**src/logic/malloc_mem_pkg.sv**
```systemverilog
// Allocating buffer memory package with sizes, address and bank-port structs, and FSM states.
`default_nettype none

package malloc_mem_pkg;

  localparam int num_wr_ports = 2;
  localparam int num_banks    = 4;
  localparam int bank_bits    = 2;
  localparam int num_rows     = 16;
  localparam int row_bits     = 4;
  localparam int data_width   = 16;

  // External address as seen on adr and rd_adr.
  typedef struct packed {
    logic [bank_bits-1:0] bank;
    logic [row_bits-1:0]  row;
  } addr_t;

  typedef struct packed {
    logic                  en;
    logic [row_bits-1:0]   row;
    logic [data_width-1:0] data;
  } mem_wr_t;  // One bank write.

  typedef struct packed {
    logic                en;
    logic [row_bits-1:0] row;
  } mem_rd_t;  // One bank read.

  typedef enum logic {
    FL_INIT,  // Loading rows 0 to 15.
    FL_RUN
  } fl_state_t;

endpackage

`default_nettype wire

```
**src/logic/free_list.sv**
```systemverilog
// Free list holding the free row numbers of one bank in a register FIFO, filled at reset.
`default_nettype none
`timescale 1ns/1ps

module free_list import malloc_mem_pkg::*; (
  input  logic                clk,
  input  logic                rst_n,
  input  logic                pop,
  input  logic                push,
  input  logic [row_bits-1:0] push_row,
  output logic [row_bits-1:0] head,
  output logic                empty,
  output logic                ready
);

  fl_state_t           state;
  logic [row_bits-1:0] init_cnt;
  logic [row_bits-1:0] rd_ptr;
  logic [row_bits-1:0] wr_ptr;
  logic [row_bits:0]   count;     // Holds 0 to num_rows.
  logic [row_bits-1:0] fifo [num_rows];
  logic                wr_en;
  logic [row_bits-1:0] wr_row;
  logic                rd_en;

  // Init counter owns the write side until every row is loaded.
  assign wr_en  = (state == FL_INIT) || push;
  assign wr_row = (state == FL_INIT) ? init_cnt : push_row;
  assign rd_en  = (state == FL_RUN) && pop && !empty;

  assign head  = fifo[rd_ptr];  // Oldest free row.
  assign empty = (count == '0);
  assign ready = (state == FL_RUN);

  always_ff @(posedge clk or negedge rst_n) begin
    if (!rst_n) begin
      state    <= FL_INIT;
      init_cnt <= '0;
      rd_ptr   <= '0;
      wr_ptr   <= '0;
      count    <= '0;
    end else begin
      if (state == FL_INIT) begin
        init_cnt <= init_cnt + 1'b1;
        if (init_cnt == row_bits'(num_rows - 1)) begin
          state <= FL_RUN;  // Last row written this edge.
        end
      end
      if (wr_en) begin
        wr_ptr <= wr_ptr + 1'b1;
      end
      if (rd_en) begin
        rd_ptr <= rd_ptr + 1'b1;
      end
      case ({wr_en, rd_en})
        2'b10:   count <= count + 1'b1;
        2'b01:   count <= count - 1'b1;
        default: count <= count;  // Push with pop leaves it unchanged.
      endcase
    end
  end

  always_ff @(posedge clk) begin
    if (wr_en) begin
      fifo[wr_ptr] <= wr_row;
    end
  end

endmodule

`default_nettype wire

```
**src/logic/alloc_ctrl.sv**
```systemverilog
// Allocation control that maps each write port to a distinct non-empty bank and drives bp.
`default_nettype none
`timescale 1ns/1ps

module alloc_ctrl import malloc_mem_pkg::*; (
  input  logic [num_wr_ports-1:0]                 write,
  input  logic [num_wr_ports-1:0][data_width-1:0] din,
  input  logic [num_banks-1:0]                    empty,
  input  logic [num_banks-1:0][row_bits-1:0]      head,
  input  logic                                    ready,
  output addr_t [num_wr_ports-1:0]                adr,
  output logic [num_wr_ports-1:0]                 bp,
  output logic [num_banks-1:0]                    pop,
  output mem_wr_t [num_banks-1:0]                 bank_wr
);

  logic [num_wr_ports-1:0]                found;
  logic [num_wr_ports-1:0][bank_bits-1:0] sel_bank;

  // Port N gets the N-th non-empty bank, counting up from bank 0.
  always_comb begin : rank_banks
    int rank;
    rank     = 0;
    found    = '0;
    sel_bank = '0;
    for (int b = 0; b < num_banks; b++) begin
      if (!empty[b] && (rank < num_wr_ports)) begin
        sel_bank[rank] = bank_bits'(b);
        found[rank]    = 1'b1;
        rank           = rank + 1;
      end
    end
  end

  always_comb begin : drive_ports
    pop     = '0;
    bank_wr = '0;
    for (int p = 0; p < num_wr_ports; p++) begin
      bp[p]       = !ready || !found[p];  // No bank left for this port.
      adr[p].bank = sel_bank[p];
      adr[p].row  = head[sel_bank[p]];
      if (write[p] && !bp[p]) begin
        pop[sel_bank[p]]          = 1'b1;
        bank_wr[sel_bank[p]].en   = 1'b1;
        bank_wr[sel_bank[p]].row  = head[sel_bank[p]];
        bank_wr[sel_bank[p]].data = din[p];
      end
    end
  end

endmodule

`default_nettype wire

```
**src/logic/read_ctrl.sv**
```systemverilog
// Read control that issues bank reads, returns data with a valid pulse and frees dequeued rows.
`default_nettype none
`timescale 1ns/1ps

module read_ctrl import malloc_mem_pkg::*; (
  input  logic                                 clk,
  input  logic                                 rst_n,
  input  logic                                 read,
  input  logic                                 deq,
  input  addr_t                                rd_adr,
  output mem_rd_t [num_banks-1:0]              bank_rd,
  input  logic [num_banks-1:0][data_width-1:0] bank_data,
  output logic [num_banks-1:0]                 push,
  output logic [row_bits-1:0]                  push_row,
  output logic [data_width-1:0]                rd_dout,
  output logic                                 rd_vld
);

  logic [bank_bits-1:0] vld_bank;  // Bank whose data returns this cycle.

  // Only the addressed bank sees the read.
  always_comb begin
    bank_rd = '0;
    push    = '0;
    bank_rd[rd_adr.bank].en  = read;
    bank_rd[rd_adr.bank].row = rd_adr.row;
    push[rd_adr.bank]        = read && deq;  // Row is free from the next cycle.
  end

  assign push_row = rd_adr.row;

  always_ff @(posedge clk or negedge rst_n) begin
    if (!rst_n) begin
      rd_vld   <= 1'b0;
      vld_bank <= '0;
    end else begin
      rd_vld   <= read;
      vld_bank <= rd_adr.bank;
    end
  end

  assign rd_dout = bank_data[vld_bank];  // Bank output is already registered.

endmodule

`default_nettype wire

```
**src/logic/sram_bank.sv**
```systemverilog
// Bank memory model with one write and one read port and a registered read output.
`default_nettype none
`timescale 1ns/1ps

module sram_bank import malloc_mem_pkg::*; (
  input  logic                  clk,
  input  mem_wr_t               wr,
  input  mem_rd_t               rd,
  output logic [data_width-1:0] rd_data
);

  logic [data_width-1:0] mem [num_rows];

  // Read samples before the write lands, so a same-row write returns old data.
  always_ff @(posedge clk) begin
    if (wr.en) begin
      mem[wr.row] <= wr.data;
    end
    if (rd.en) begin
      rd_data <= mem[rd.row];
    end
  end

endmodule

`default_nettype wire

```
**src/logic/malloc_mem_core.sv**
```systemverilog
// Allocating buffer core with the bank free lists, allocation control and read path.
`default_nettype none
`timescale 1ns/1ps

module malloc_mem_core import malloc_mem_pkg::*; (
  input  logic                                    clk,
  input  logic                                    rst_n,
  output logic                                    ready,
  input  logic [num_wr_ports-1:0]                 write,
  input  logic [num_wr_ports-1:0][data_width-1:0] din,
  output addr_t [num_wr_ports-1:0]                adr,
  output logic [num_wr_ports-1:0]                 bp,
  input  logic                                    read,
  input  logic                                    deq,
  input  addr_t                                   rd_adr,
  output logic [data_width-1:0]                   rd_dout,
  output logic                                    rd_vld,
  output mem_wr_t [num_banks-1:0]                 bank_wr,
  output mem_rd_t [num_banks-1:0]                 bank_rd,
  input  logic [num_banks-1:0][data_width-1:0]    bank_data
);

  logic [num_banks-1:0]               fl_pop;
  logic [num_banks-1:0]               fl_push;
  logic [num_banks-1:0]               fl_empty;
  logic [num_banks-1:0]               fl_ready;
  logic [num_banks-1:0][row_bits-1:0] fl_head;
  logic [row_bits-1:0]                push_row;

  for (genvar b = 0; b < num_banks; b++) begin : g_fl
    free_list i_fl (
      .clk      (clk),
      .rst_n    (rst_n),
      .pop      (fl_pop[b]),
      .push     (fl_push[b]),
      .push_row (push_row),
      .head     (fl_head[b]),
      .empty    (fl_empty[b]),
      .ready    (fl_ready[b])
    );
  end

  assign ready = &fl_ready;  // All lists loaded.

  alloc_ctrl i_alloc (
    .write   (write),
    .din     (din),
    .empty   (fl_empty),
    .head    (fl_head),
    .ready   (ready),
    .adr     (adr),
    .bp      (bp),
    .pop     (fl_pop),
    .bank_wr (bank_wr)
  );

  read_ctrl i_read (
    .clk       (clk),
    .rst_n     (rst_n),
    .read      (read),
    .deq       (deq),
    .rd_adr    (rd_adr),
    .bank_rd   (bank_rd),
    .bank_data (bank_data),
    .push      (fl_push),
    .push_row  (push_row),
    .rd_dout   (rd_dout),
    .rd_vld    (rd_vld)
  );

endmodule

`default_nettype wire

```
**src/logic/malloc_mem_top.sv**
```systemverilog
// Allocating buffer memory top level joining the core to its four bank memories.
`default_nettype none
`timescale 1ns/1ps

module malloc_mem_top import malloc_mem_pkg::*; (
  input  logic                                    clk,
  input  logic                                    rst_n,
  output logic                                    ready,
  input  logic [num_wr_ports-1:0]                 write,
  input  logic [num_wr_ports-1:0][data_width-1:0] din,
  output addr_t [num_wr_ports-1:0]                adr,
  output logic [num_wr_ports-1:0]                 bp,
  input  logic                                    read,
  input  logic                                    deq,
  input  addr_t                                   rd_adr,
  output logic [data_width-1:0]                   rd_dout,
  output logic                                    rd_vld
);

  mem_wr_t [num_banks-1:0]              bank_wr;
  mem_rd_t [num_banks-1:0]              bank_rd;
  logic [num_banks-1:0][data_width-1:0] bank_data;

  malloc_mem_core i_core (
    .clk       (clk),
    .rst_n     (rst_n),
    .ready     (ready),
    .write     (write),
    .din       (din),
    .adr       (adr),
    .bp        (bp),
    .read      (read),
    .deq       (deq),
    .rd_adr    (rd_adr),
    .rd_dout   (rd_dout),
    .rd_vld    (rd_vld),
    .bank_wr   (bank_wr),
    .bank_rd   (bank_rd),
    .bank_data (bank_data)
  );

  for (genvar b = 0; b < num_banks; b++) begin : g_bank
    sram_bank i_bank (
      .clk     (clk),
      .wr      (bank_wr[b]),
      .rd      (bank_rd[b]),
      .rd_data (bank_data[b])
    );
  end

endmodule

`default_nettype wire

```
**config.mk**
```make
export PLATFORM = sky130hd
export DESIGN_NAME = malloc_mem_top
export DESIGN_NICKNAME = d
export VERILOG_FILES = /design/src/logic/malloc_mem_pkg.sv /design/src/logic/free_list.sv /design/src/logic/alloc_ctrl.sv /design/src/logic/read_ctrl.sv /design/src/logic/sram_bank.sv /design/src/logic/malloc_mem_core.sv /design/src/logic/malloc_mem_top.sv
export SDC_FILE = /design/constraint.sdc
export NUM_CORES = 2
export LEC_CHECK = 0
export BUFFER_PORTS_ARGS = -buffer_cell sky130_fd_sc_hd__clkbuf_2
export CAP_MARGIN = 10
export CORE_ASPECT_RATIO = 1.5
export CORE_UTILIZATION = 40
export CTS_CLUSTER_SIZE = 24
export DETAILED_ROUTE_END_ITERATION = 16
export GPL_TIMING_DRIVEN = 0
export PLACE_DENSITY = 0.64
export SLEW_MARGIN = 25
export SYNTH_ARGS = -nofsm -noshare
export SYNTH_HDL_FRONTEND = slang
export SYNTH_SLANG_ARGS = --single-unit
```
**constraint.sdc**
```tcl
create_clock -name clk -period 6.8 [get_ports clk]
set_input_delay 0.68 -clock clk [delete_from_list [all_inputs] [get_ports clk]]
set_output_delay 0.68 -clock clk [all_outputs]
set_load 0.01 [all_outputs]
```
==> impl_metrics.csv <==
group,metric,value,unit
yosys,synth.top_cell.area_share,0.6773,
drt,via_per_inst,5.911,
clock_network,clk_latency,0.78,ns
die,ios,76,
status,run_status,"finished clean",
worst_setup_path,worstReg2RegStart,"i_core.g_fl[0].i_fl.count[0]",
timing,holdWs,0.06676,ns
timing,maxSlewHeadroom,0.2201,
worst_setup_path,worstSetupStartpoint,"i_core.g_fl[0].i_fl.count[0]",
timing,setup_viol_count_final,0,
power,p_per_area,347.2,mW/mm²
drt,drt-pass1-iter-count,7,
timing,fin_skew,0.04056,ns
clock_network,cts_buffers,132,
die,die-area,0.1505,mm²
timing,fmax,158.9,MHz
yosys,synth_edf_count,1344,
worst_setup_path,crit_type,"flip-flop to flip-flop",
yosys,syn_area,0.05958,mm²
grt,grt_pass1_vias,35467,
grt,overflow,0,
drt,wl,170.7,mm
clock_network,clk_pin_slew,0.06,ns
die,core_area,0.1481,mm²
grt,grt_max_degree,68,
yosys,synth_largest_area_cell,"edfxtp_1",
worst_setup_path,cp_max_fo,10,
power,ir_worst_vdd,0.2777,mV
drt,vias,34907,
place,port_buffers,73,
cells_and_area,nFillCells,12774,
cells_and_area,final_common_cell,"edfxtp_1",
grt,antenna_found_initial,5,
yosys,ys_ff_latch,1419,
hold_path,hp-class,"input pin to flip-flop",
yosys,yosysWarningCount,0,
place,gp_congestion,0.9731,
drt,wl_per_cell,28.91,µm
yosys,async_flop_share,0.05285,
yosys,synth_flop_cell,"edfxtp_1",
yosys,syn_inst,3614,
clock_network,clockRootBuffer,"clkbuf_16",
flow_run,maxCapViolations,0,
clock_network,clockBufferDepth,3,
cells_and_area,area_delta_synth_final,13.59,%
timing,max_slew.worst_pin.slew,1.170,ns
grt,grtUsageTotal,0.2261,
yosys,syn_nets,3708,
grt,grt_pass1_wl,242.8,mm
die,die_height,474.7,µm
place,place_area,0.06322,mm²
worst_setup_path,crit_path_end_kind,"flip-flop",
worst_setup_path,startpoint_type,"flip-flop",
yosys,avgSynthCellArea,16.49,µm²
power,p_leak,23.43,nW
yosys,synthTopCellsByArea,"edfxtp_1 (68%), mux2_2 (7.7%), dfrtp_1 (3.1%), mux4_2 (3.0%), a221oi_1 (1.9%)",
timing,fin_tns_setup,0,ns
cells_and_area,fin_area,0.06768,mm²
die,die_w,317.1,µm
yosys,seq_area_frac_synth,0.7088,
drt,dr.first_iter.drc_count,3743,
cells_and_area,layout-drive-gt1-share,0.2305,
cells_and_area,layout_common_cells,"edfxtp_1 (1344), mux2_2 (407), clkbuf_1 (211), nand2_1 (149), a21oi_1 (142)",
clock_network,cts_tree,"built",
die,std_cell_rows,173,
drt,postRouteAntennaNets,0,
worst_setup_path,cp.required,7.26,ns
clock_network,h-tree-depth,4,
timing,fin_crit_sh,0.9252,
clock_network,cts_resized,0,
drt,drc,0,
die,start_util,0.4024,
place,dp_hpwl,121.3,mm
yosys,synth_cell_types,83,
worst_setup_path,arrival,6.76,ns
timing,slew_viol_final,0,
cells_and_area,nets,3964,
clock_network,cts.sink_count,1419,
hold_path,hold_start,"rd_adr[5]",
timing,hold_viol,0,
cells_and_area,final_core_util,0.4571,
timing,rsz0062_at_grt,"no",
timing,period_minus_slack,6.292,ns
[per-layer routing]
metal | GRT usage | vias to the layer above | wire, µm | part of all wire
met1 | 0.2428 | 17763 | 57950 | 0.34
li1 | - | 15028 | - | -
met4 | 0.1411 | 6 | 11920 | 0.070
met3 | 0.05117 | 503 | 13100 | 0.077
met2 | 0.3990 | 1607 | 87660 | 0.51
met5 | 0 | - | 67 | 0.00039
[path summary, 6_finish.rpt]
kind,end,slack (ns),cells past startpoint
setup reg to reg,g_bank[1].i_bank.mem[11][0],0.51,14
hold reg to reg,i_core.g_fl[1].i_fl.count[4],0.49,1
hold / removal,i_core.i_read.vld_bank[1],0.07,1
setup / recovery,g_bank[1].i_bank.mem[11][0],0.51,14
min in group asynchronous,i_core.g_fl[1].i_fl.wr_ptr[2],0.31,2
max in group asynchronous,i_core.g_fl[0].i_fl.wr_ptr[2],5.86,3
[metrics by stage]
stage	setup WS, ns	instances	power [W]
6_report	0.5083	5905	0.02350
5_1_grt	0.2846	5904	0.02423
4_1_cts	0.5675	5902	0.02351
3_5_place_dp	0.5757	5659	0.01597
3_3_place_gp	-1.439	5612	0.01566
2_1_floorplan	1.063	3614	0.01398
[cell usage after synthesis (23+ instances only)]
cell type	count
mux2_2	407
edfxtp_1	1344
a31oi_1	67
nand2_1	149
o31ai_1	66
dfrtp_1	75
nor2b_1	74
a221oi_1	132
inv_1	38
o221ai_1	66
xnor2_1	39
buf_1	28
nor2_1	107
mux2i_1	70
nor3_1	23
a22o_1	77
o21ai_0	87
a21oi_1	142
clkbuf_1	190
ha_1	45
mux4_2	80
nand3_1	74
[logic make-up after synthesis]
| kind of cell | share of synthesized area |
|---|---|
| buf+inv | 0.01919 |
| mux | 0.1191 |
| simple gates | 0.04567 |
| compound gates | 0.08782 |
| flops | 0.7088 |
| fa+ha+maj | 0.01113 |
| xor+xnor | 0.008232 |
[flip-flops by register name, indices dropped and copies added (netlist names)]
name and flops:
i_core.i_read.rd_vld 1, i_core.g_fl.i_fl.count 20, i_core.i_read.vld_bank 2, i_core.g_fl.i_fl.fifo 256, g_bank.i_bank.rd_data 64, g_bank.i_bank.mem 1024, i_core.g_fl.i_fl.wr_ptr 16, i_core.g_fl.i_fl.rd_ptr 16
i_core.g_fl.i_fl.init_cnt 16, i_core.g_fl.i_fl.ready 4
[where the power goes]
group / total (W) / internal [W] / switching, W
clock network: 0.00765 / 0.00430 / 0.00335
logic: 0.00486 / 0.00158 / 0.00327
registers: 0.0110 / 0.0107 / 0.000304
[layout make-up]
type / instances / area, µm² / share of cell area
Buffer: 243 / 1001 / 0.01479
Inverter: 40 / 150.1 / 0.002218
Antenna cell: 2 / 5.005 / 0.00007394
Clock inverter: 73 / 877.1 / 0.01296
Sequential cell: 1419 / 42240 / 0.6240
Tap cell: 1925 / 2409 / 0.03559
Timing Repair Buffer: 122 / 907.1 / 0.01340
Multi-Input combinational cell: 1912 / 16530 / 0.2443
Clock buffer: 169 / 3565 / 0.05267
[critical path: stages (launching register included)]
cell,delay (ns)
dfrtp_1,0.42
nor4_1,0.30
nand2_1,0.28
ha_1,0.33
a21oi_2,0.39
inv_1,0.15
fa_1,0.55
a211oi_2,0.65
a21oi_1,0.31
o32a_1,0.45
o311a_1,0.25
o2bb2ai_1,0.41
buf_2,0.47
nor4b_4,0.69
buf_4,0.33
[repair_timing]
action,in CTS,in global routing
setup endpoints to repair,0,0
hold buffers,1,0
hold endpoints to repair,8,0
buffers inserted,0,0
Note: power is estimated with default switching activity, not from simulation.
